$ cat config.mk
export PLATFORM = sky130hd
export DESIGN_NAME = nco_mixer_top
export DESIGN_NICKNAME = d
export VERILOG_FILES = /design/src/mixer_pkg.sv /design/src/sine_lookup.sv /design/src/nco.sv /design/src/tone_mixer.sv /design/src/boxcar_filter.sv /design/src/nco_mixer_top.sv
export VERILOG_INCLUDE_DIRS = /design/src
export SDC_FILE = /design/constraint.sdc
export NUM_CORES = 1
export LEC_CHECK = 0
export BUFFER_PORTS_ARGS = -buffer_cell sky130_fd_sc_hd__buf_4
export CAP_MARGIN = 20
export CORE_ASPECT_RATIO = 1.5
export CORE_MARGIN = 2
export CORE_UTILIZATION = 66
export CTS_BUF_LIST = sky130_fd_sc_hd__clkbuf_4
export CTS_CLUSTER_DIAMETER = 60
export DETAILED_ROUTE_END_ITERATION = 8
export MAX_ROUTING_LAYER = met4
export PLACE_DENSITY = 0.84
export SLEW_MARGIN = 20
export SYNTH_ARGS = -nofsm -noshare
export SYNTH_HDL_FRONTEND = slang
export SYNTH_SLANG_ARGS = --single-unit
$ cat constraint.sdc
create_clock -name clk -period 13.7 [get_ports clk]
set_input_delay 2.055 -clock clk [delete_from_list [all_inputs] [get_ports clk]]
set_output_delay 2.055 -clock clk [all_outputs]
set_load 0.03 [all_outputs]
$ cat src/mixer_macros.svh
////////////////////////////////////////////////////////////////////////////
// Two-tone mixing synthesizer constants
// Widths, boxcar length and fixed tone B levels
////////////////////////////////////////////////////////////////////////////
`ifndef MIXER_MACROS_SVH
`define MIXER_MACROS_SVH

`define MIX_PHASE_W     8   // Oscillator phase bits
`define MIX_SAMPLE_W    8   // Signed sine sample bits
`define MIX_DAC_W       8   // Unsigned DAC code bits
`define MIX_INCR_A_W    7
`define MIX_INCR_B_W    6

`define MIX_BOX_TAPS    4   // Boxcar length
`define MIX_BOX_SHIFT   2   // log2 of the boxcar length

`define MIX_DAC_OFFSET  127 // Midscale for the resistor ladder
`define MIX_FULL_AMP    127
`define MIX_HALF_AMP    64

`endif

$ cat src/mixer_pkg.sv
////////////////////////////////////////////////////////////////////////////
// Mixer types package
// Phase, sample, product, DAC code and boxcar sum types
////////////////////////////////////////////////////////////////////////////
`include "mixer_macros.svh"

package mixer_pkg;

    // Phase wraps modulo 2**MIX_PHASE_W
    typedef logic [`MIX_PHASE_W-1:0] phase_t;

    typedef logic signed [`MIX_SAMPLE_W-1:0] sample_t;

    // Full product of two samples
    typedef logic signed [2*`MIX_SAMPLE_W-1:0] product_t;

    typedef logic [`MIX_DAC_W-1:0] dac_t;

    // Holds four full-scale codes without overflow
    typedef logic [`MIX_DAC_W+`MIX_BOX_SHIFT-1:0] box_sum_t;

    // Per-oscillator increments, sized to their pin fields
    typedef logic [`MIX_INCR_A_W-1:0] incr_a_t;
    typedef logic [`MIX_INCR_B_W-1:0] incr_b_t;

endpackage

$ cat src/sine_lookup.sv
////////////////////////////////////////////////////////////////////////////
// Sine lookup
// Quarter-wave table giving a signed full-cycle sine from an 8-bit phase
////////////////////////////////////////////////////////////////////////////
`timescale 1ns/1ps

module sine_lookup (
    input  mixer_pkg::phase_t  phase,
    output mixer_pkg::sample_t sample
);
    import mixer_pkg::*;

    // round(127 * sin(2*pi*k/256)) for k = 0..63
    localparam sample_t quarter_wave [64] = '{
        8'sd0,   8'sd3,   8'sd6,   8'sd9,   8'sd12,  8'sd16,  8'sd19,  8'sd22,
        8'sd25,  8'sd28,  8'sd31,  8'sd34,  8'sd37,  8'sd40,  8'sd43,  8'sd46,
        8'sd49,  8'sd51,  8'sd54,  8'sd57,  8'sd60,  8'sd63,  8'sd65,  8'sd68,
        8'sd71,  8'sd73,  8'sd76,  8'sd78,  8'sd81,  8'sd83,  8'sd85,  8'sd88,
        8'sd90,  8'sd92,  8'sd94,  8'sd96,  8'sd98,  8'sd100, 8'sd102, 8'sd104,
        8'sd106, 8'sd107, 8'sd109, 8'sd111, 8'sd112, 8'sd113, 8'sd115, 8'sd116,
        8'sd117, 8'sd118, 8'sd120, 8'sd121, 8'sd122, 8'sd122, 8'sd123, 8'sd124,
        8'sd125, 8'sd125, 8'sd126, 8'sd126, 8'sd126, 8'sd127, 8'sd127, 8'sd127
    };

    logic [1:0] quadrant;
    logic [5:0] idx;
    logic [5:0] mirror_idx;
    sample_t    magnitude;

    assign quadrant   = phase[7:6];
    assign idx        = phase[5:0];

    // 64 - idx, only used when idx is nonzero
    assign mirror_idx = 6'd0 - idx;

    always_comb begin
        if (quadrant[0]) begin
            // Falling half of each lobe, read the table backwards
            if (idx == 6'd0) begin
                magnitude = 8'sd127; // Peak, one past the table end
            end else begin
                magnitude = quarter_wave[mirror_idx];
            end
        end else begin
            magnitude = quarter_wave[idx];
        end
    end

    // Second half cycle is the negative lobe
    assign sample = quadrant[1] ? -magnitude : magnitude;

endmodule

$ cat src/nco.sv
////////////////////////////////////////////////////////////////////////////
// Numerically controlled oscillator
// Phase accumulator with a sized increment, driving a sine lookup
////////////////////////////////////////////////////////////////////////////
`timescale 1ns/1ps

module nco #(
    parameter type incr_t = mixer_pkg::incr_a_t
) (
    input  logic               clk,
    input  logic               rst_n,
    input  incr_t              phase_incr,
    output mixer_pkg::sample_t sample
);
    import mixer_pkg::*;

    phase_t phase;
    phase_t step;

    // Increment is narrower than the phase, zero extended
    assign step = phase_t'(phase_incr);

    always_ff @(posedge clk) begin
        if (!rst_n) begin
            phase <= '0;
        end else begin
            phase <= phase + step; // Wraps modulo 256
        end
    end

    // Sample follows the phase with no extra stage
    sine_lookup u_sine_lookup (
        .phase  (phase),
        .sample (sample)
    );

endmodule

$ cat src/tone_mixer.sv
////////////////////////////////////////////////////////////////////////////
// Tone mixer
// Selects tone B level, multiplies the tones, offsets to a DAC code
////////////////////////////////////////////////////////////////////////////
`timescale 1ns/1ps
`include "mixer_macros.svh"

module tone_mixer (
    input  logic               clk,
    input  logic               rst_n,
    input  mixer_pkg::sample_t sample_a,
    input  mixer_pkg::sample_t sample_b,
    input  logic               bypass_b,
    input  logic               low_amp_b,
    output mixer_pkg::dac_t    mix_code
);
    import mixer_pkg::*;

    sample_t  tone_b_sel;
    sample_t  tone_a_q;
    sample_t  tone_b_q;
    product_t product_q;

    // Tone B source and level
    always_comb begin
        if (bypass_b) begin
            if (low_amp_b) begin
                tone_b_sel = sample_t'(`MIX_HALF_AMP);
            end else begin
                tone_b_sel = sample_t'(`MIX_FULL_AMP);
            end
        end else begin
            if (low_amp_b) begin
                tone_b_sel = sample_b >>> 1; // Keeps the sign of negative samples
            end else begin
                tone_b_sel = sample_b;
            end
        end
    end

    // Three stages from sample in to mix_code
    always_ff @(posedge clk) begin
        if (!rst_n) begin
            tone_a_q  <= '0;
            tone_b_q  <= '0;
            product_q <= '0;
            mix_code  <= '0;
        end else begin
            tone_a_q  <= sample_a;
            tone_b_q  <= tone_b_sel;
            product_q <= product_t'(tone_a_q) * product_t'(tone_b_q);

            // Drop the sign bit and low bits, then shift to midscale
            mix_code  <= product_q[14:7] + dac_t'(`MIX_DAC_OFFSET);
        end
    end

endmodule

$ cat src/boxcar_filter.sv
////////////////////////////////////////////////////////////////////////////
// Boxcar filter
// Four-tap running average with a raw/filtered output select
////////////////////////////////////////////////////////////////////////////
`timescale 1ns/1ps
`include "mixer_macros.svh"

module boxcar_filter (
    input  logic            clk,
    input  logic            rst_n,
    input  mixer_pkg::dac_t mix_code,
    input  logic            filter_on,
    output mixer_pkg::dac_t out_code
);
    import mixer_pkg::*;

    dac_t     history [`MIX_BOX_TAPS];
    box_sum_t box_sum;
    dac_t     box_avg;

    // Divide by the tap count
    assign box_avg = dac_t'(box_sum >> `MIX_BOX_SHIFT);

    always_ff @(posedge clk) begin
        if (!rst_n) begin
            box_sum  <= '0;
            out_code <= '0;
            for (int i = 0; i < `MIX_BOX_TAPS; i++) begin
                history[i] <= '0;
            end
        end else begin
            // New code in, oldest code out
            box_sum <= box_sum + box_sum_t'(mix_code)
                     - box_sum_t'(history[`MIX_BOX_TAPS-1]);

            history[0] <= mix_code;
            for (int i = 1; i < `MIX_BOX_TAPS; i++) begin
                history[i] <= history[i-1];
            end

            out_code <= filter_on ? box_avg : mix_code;
        end
    end

endmodule

$ cat src/nco_mixer_top.sv
////////////////////////////////////////////////////////////////////////////
// Two-tone mixing synthesizer top
// Pin control registers, two oscillators, mixer and boxcar filter
////////////////////////////////////////////////////////////////////////////
`timescale 1ns/1ps

module nco_mixer_top (
    input  logic       clk,
    input  logic       rst_n,
    input  logic [7:0] ui_in,
    input  logic [7:0] uio_in,
    output logic [7:0] uo_out
);
    import mixer_pkg::*;

    logic    filter_on;
    incr_a_t phase_incr_a;
    logic    bypass_b;
    logic    low_amp_b;
    incr_b_t phase_incr_b;

    sample_t sample_a;
    sample_t sample_b;
    dac_t    mix_code;

    // Control levels sampled every cycle
    always_ff @(posedge clk) begin
        filter_on    <= ui_in[7];
        phase_incr_a <= ui_in[6:0];
        bypass_b     <= uio_in[7];
        low_amp_b    <= uio_in[6];
        phase_incr_b <= uio_in[5:0];
    end

    nco #(
        .incr_t (incr_a_t)
    ) u_nco_a (
        .clk        (clk),
        .rst_n      (rst_n),
        .phase_incr (phase_incr_a),
        .sample     (sample_a)
    );

    // Narrower increment, lower top frequency
    nco #(
        .incr_t (incr_b_t)
    ) u_nco_b (
        .clk        (clk),
        .rst_n      (rst_n),
        .phase_incr (phase_incr_b),
        .sample     (sample_b)
    );

    tone_mixer u_tone_mixer (
        .clk       (clk),
        .rst_n     (rst_n),
        .sample_a  (sample_a),
        .sample_b  (sample_b),
        .bypass_b  (bypass_b),
        .low_amp_b (low_amp_b),
        .mix_code  (mix_code)
    );

    boxcar_filter u_boxcar_filter (
        .clk       (clk),
        .rst_n     (rst_n),
        .mix_code  (mix_code),
        .filter_on (filter_on),
        .out_code  (uo_out)     // Straight to the DAC pins
    );

endmodule

== Word-level counts from Yosys, hierarchy flattened ==
Memories as Yosys holds them, arrays and structs flattened.
Cells that the tools add are included.

* Latch bits: 0
* Register bits after elaboration: 89
* Memories: 5
* Bits of input ports: 18
* Output and inout port bits: 8
* Bits in writable memories: 32
* Word-level logic and storage cells: 66
* ROM bits: 2048

{| class="wikitable"
|+ Memories
! memory !! depth !! bits a word !! read ports !! clocked after memory_dff !! wr ports !! line !! text
|-
| (name not given) || 64 || 8 || 1 || 0 || 0 || sine_lookup.sv:45 || <nowiki>magnitude = quarter_wave[idx];</nowiki>
|-
| (name not given) || 64 || 8 || 1 || 0 || 0 || sine_lookup.sv:42 || <nowiki>magnitude = quarter_wave[mirror_idx];</nowiki>
|-
| (name not given) || 64 || 8 || 1 || 0 || 0 || sine_lookup.sv:45 ||
|-
| (name not given) || 64 || 8 || 1 || 0 || 0 || sine_lookup.sv:42 ||
|-
| u_boxcar_filter.history || 4 || 8 || 4 || 0 || 4 || boxcar_filter.sv:17 || <nowiki>dac_t history [`MIX_BOX_TAPS];</nowiki>
|}

* Order comparisons: 4
* Add/subtract/negate cells: 9
* Multiplexer cells: 24
* Shift-type cells: 0
* Reduce and logical (&&, ||, !) cells: 2
* Multipliers: 1
* Eq/ne operators: 0
* Bitwise operators: 8
* Div/mod/pow operators: 0

{| class="wikitable"
|+ Operators by type and width
! operator !! count
|-
| two-way mux 8 bit || 20
|-
| >= comparator 7 bit, second input constant || 4
|-
| inverter 6 -> 7 bit || 4
|-
| negator 8 bit || 2
|-
| multiplier 8 x 8 -> 15 bit || 1
|-
| logical NOT 6 bit || 2
|-
| subtractor 1 x 6 -> 6 bit, first input constant || 2
|-
| adder 10 x 8 -> 10 bit || 1
|-
| subtractor 10 x 8 -> 10 bit || 1
|-
| adder 8 x 6 -> 8 bit || 1
|-
| adder 8 x 7 -> 8 bit || 1
|-
| adder 8 x 7 -> 8 bit, second input constant || 1
|-
| two-way mux 7 bit || 1
|-
| two-way mux 6 bit || 1
|-
| bitwise OR 1 bit || 4
|-
| two-way mux 1 bit || 2
|}

== Logic depth before layout (Yosys ltp) ==
* Word-level depth: 11
* Gate-level depth with buffers: 20
* Gate-level depth less buffers: 17

== Hierarchy ==
Synthesis repeated with hierarchy kept, for this count alone.

* Cell total of the unflattened synthesis: 1223
* Area, all modules: 10311.1 µm²

{| class="wikitable"
|+ By module, submodules not included
! module !! sequential area each (µm²) !! cells each !! area each (µm²) !! times used
|-
| sine_lookup || 0.0 || 274 || 1855.5 || 2
|-
| tone_mixer || 640.6 || 344 || 3225.6 || 1
|-
| boxcar_filter || 1001.0 || 202 || 2013.2 || 1
|-
| nco (u_nco_a) || 160.2 || 57 || 536.8 || 1
|-
| nco (u_nco_b) || 160.2 || 56 || 504.2 || 1
|-
| nco_mixer_top || 320.3 || 16 || 320.3 || 1
|}

== Least setup slack after synthesis ==
No wires, ideal clock.

* Path type: register -> register
* From: reg u_tone_mixer.tone_a_q[7]
* To: reg u_tone_mixer.product_q[14]
* Cell stages (with the launch flop): 19
* Setup time: 0.128 ns
* Data arrival time: 4.606 ns
* Path slack: 8.967 ns
* Buffers on the path: 1
* Data required time: 13.572 ns
* Cells stage by stage: dfxtp_1 -> clkbuf_1 -> and2_1 -> fa_1 -> inv_1 -> fa_1 -> inv_1 -> fa_1 -> inv_1 -> fa_1 -> inv_1 -> ha_1 -> inv_1 -> o21bai_1 -> a2111oi_0 -> nor3_1 -> a2111oi_0 -> xnor2_1 -> nor2_1

* Longest elaborated chain between the ends: 1

{| class="wikitable"
|+ Ends and longest elaborated chain
! what !! line !! text
|-
| start, declared || tone_mixer.sv:20 || <nowiki>sample_t tone_a_q;</nowiki>
|-
| start signal, assigned || tone_mixer.sv:49 || <nowiki>tone_a_q <= sample_a;</nowiki>
|-
| multiplier 8 x 8 -> 15 bit || tone_mixer.sv:51 || <nowiki>product_q <= product_t'(tone_a_q) * product_t'(tone_b_q);</nowiki>
|-
| end signal, assigned || tone_mixer.sv:51 ||
|-
| end, declared || tone_mixer.sv:22 || <nowiki>product_t product_q;</nowiki>
|}

No other way between the ends.
A chain may end at the register's enable or synchronous reset.

== Final worst setup path ==
* From: reg u_tone_mixer.tone_b_q[7]
* To: reg u_tone_mixer.product_q[14]

* Longest elaborated chain between the ends: 1

{| class="wikitable"
|+ Ends and longest elaborated chain
! what !! line !! text
|-
| start, declared || tone_mixer.sv:21 || <nowiki>sample_t tone_b_q;</nowiki>
|-
| start signal, assigned || tone_mixer.sv:50 || <nowiki>tone_b_q <= tone_b_sel;</nowiki>
|-
| multiplier 8 x 8 -> 15 bit || tone_mixer.sv:51 ||
|}

No other way between the ends.

==> results_dict.tcl <==
set metrics [dict create \
    fp.coreArea_sq_mm 0.0144 \
    syn_inst 1156 \
    skew_ns 0.0178 \
    grt_pass1_vias 7865 \
    ant_nets 0 \
    overflow 0 \
    clk_pin_slew_ns 0.11 \
    ys_async_sr_fraction_pct 0 \
    post_cts_buffers 0 \
    rsz0062_at_grt "no" \
    cts_max_level 4 \
    antenna_found_initial 1 \
    final_common_cell "inv_1" \
    synth_area_leaders "dfxtp_1 24%, fa_1 12%, ha_1 8.7%" \
    cts_hold_buf 0 \
    maxSlewHeadroom_pct 34.5 \
    cts_tree "built" \
    routedWlPerCell_um 15.7 \
    yosysSeqAreaShare_pct 23.7 \
    syn_nets 1301 \
    arrival_ns 5.64 \
    first_pass_iters 5 \
    cap_violations 0 \
    mappedNetlistArea_sq_mm 0.00962 \
    dieHeight_um 152 \
    synth_top_area_cell "dfxtp_1" \
    insertion_delay_ns 0.57 \
    ff_latch_area_sq_mm 0.00228 \
    fin_tns_setup_ns 0 \
    nets 1284 \
    path_class "reg -> reg" \
    hold_ws_ns 0.447 \
    initial_core_util_pct 66.8 \
    fin_util_pct 70.1 \
    routed_wl_um 21200 \
    path_max_fanout 9 \
    dpl.hpwl_um 15800 \
    clock_path_buffers 2 \
    placementRows 54 \
    setup_viol 0 \
    synth_area_per_cell_sq_um 8.32 \
    status "complete, no violations" \
    fmax_ghz 0.192 \
    yosysWarnings 0 \
    fin_crit_sh_pct 37.9 \
    required_ns 14.15 \
    synth-edff-count 0 \
    cp-end-kind "flip-flop" \
    synth_ff_type "dfxtp_1" \
    startpoint_type "flip-flop" \
    place.port_buffers 25 \
    cellPowerDensity_mw_per_mm2 197 \
    cts-resized-gates 0 \
    synth_seq_cells 114 \
    clock_sinks 114 \
    syn_to_final_growth_pct 4.90 \
    io_pins 26 \
    ir_drop_mv 0.101 \
    clockRootBuffer "clkbuf_4" \
    period_minus_slack_ns 5.20 \
    drive_gt1_share_pct 8.51 \
    drc_errors 0 \
    yosysTopAreaCellShare_pct 23.7 \
    initialDrtViolationCount 453 \
    grt_first_pass_wirelength_um 35800 \
    multiInputGateArea_sq_mm 0.00652 \
    numCtsBuffers 17 \
    hold_viol 0 \
    grt_max_degree 51 \
    worst_pin_slew_ns 0.976 \
    mostFrequentLayoutCells "132 x inv_1, 114 x dfxtp_1, 105 x nor2_1, 69 x and2_1, 67 x ha_1" \
    fillCellCount 1178 \
    drt-vias-per-instance 5.92 \
    ys_types 79 \
    hold_class "reg -> reg" \
    dr_total_vias 7988 \
    grt_use_total_pct 29.4 \
    slew_violations 0 \
    power.leakage_nw 4.46 \
    fp.dieW_um 103 \
    gp_congestion 0.971 \
    die_area_sq_mm 0.0156 \
]
area by class of cell:
type                       instances  area share, %
clock inverter                    15           1.31
inverter                         137           5.10
multi-input combinational        834           64.6
sequential                       114           22.6
tap                              196           2.43
antenna                            1         0.0248
timing repair buffer              35           2.60
clock buffer                      17           1.26
worst max-delay path: stages, from the launching register on:
cell,delay (ns)
dfxtp_1,0.51
nand2b_1,0.13
fa_1,0.52
fa_1,0.56
inv_1,0.06
fa_1,0.53
inv_1,0.05
fa_1,0.52
inv_1,0.04
ha_1,0.28
inv_1,0.08
o21bai_1,0.10
a2111oi_0,0.85
nor3_1,0.14
a2111oi_0,0.47
xnor2_1,0.17
nor2_1,0.05
cells in the mapped netlist (all sizes together) (7+ instances only):
cell      n
o21ai    59
nor3     28
a211oi   18
or2       9
nand3     7
mux2i    17
buf      23
o211ai    9
nor4     10
ha       67
a21o     10
a31oi    10
xor2     19
nand2b   19
inv     135
a21oi    59
fa       60
a221oi    8
dfxtp   114
nand2    56
xnor2    39
nor2b    30
clkbuf   48
and2     69
nor2    106
o31ai     9
or3       9
routing by layer:
layer / track usage [%] / wire (um) / vias up / share of wire [%]
met5: - / 0 / - / 0
met3: 6.07 / 1010 / 72 / 4.8
met2: 50.2 / 11300 / 260 / 53
met4: 12.1 / 745 / 0 / 3.5
li1: - / - / 3892 / -
met1: 32.6 / 8200 / 3764 / 39
flip-flops by register name (all words and copies together) (netlist names), 6 cells and up:
register,flops
u_tone_mixer.mix_code,8
u_tone_mixer.tone_a_q,8
phase_incr_a,7
u_boxcar_filter.box_sum,10
u_tone_mixer.tone_b_q,8
u_boxcar_filter.out_code,8
u_nco_b.phase,8
phase_incr_b,6
u_tone_mixer.product_q,8
u_nco_a.phase,8
u_boxcar_filter.history,32
per-stage QoR:
step                      power (mW)  cell area, sq um  instances  setup slack, ns
final                           1.99             10100       1349             8.50
after global routing            2.18             10100       1349             8.16
after CTS                       1.98             10100       1348             8.47
after detailed placement        1.74              9830       1316             8.49
after global placement          1.70              9830       1316             8.64
after floorplan                 1.48              9620       1156             8.97
worst paths after layout:
kind                                      start                            end  slack, ns  depth (start not counted)
hold reg to reg   u_boxcar_filter.history[1][0]  u_boxcar_filter.history[2][0]       0.45                          1
setup / recovery       u_tone_mixer.tone_b_q[7]     u_tone_mixer.product_q[14]       8.50                         16
hold / removal    u_boxcar_filter.history[1][0]  u_boxcar_filter.history[2][0]       0.45                          1
setup reg to reg       u_tone_mixer.tone_b_q[7]     u_tone_mixer.product_q[14]       8.50                         16
where the power goes:
group | total, mW | switching (mW) | internal (mW) | leakage [nW]
logic | 1.25 | 0.728 | 0.519 | 3.38
registers | 0.502 | 0.0924 | 0.410 | 0.943
clock network | 0.237 | 0.146 | 0.0908 | 0.137
logic make-up after synthesis:
group | synth area share, %
xor gates and xnor gates | 5.48
AOI/OAI and AO/OA | 18.0
muxes | 3.29
buffers and inverters | 8.45
adders and majority gates | 21.3
and+or+nand+nor | 19.8
DFF | 23.7
Power figures use the tool's default switching activity.
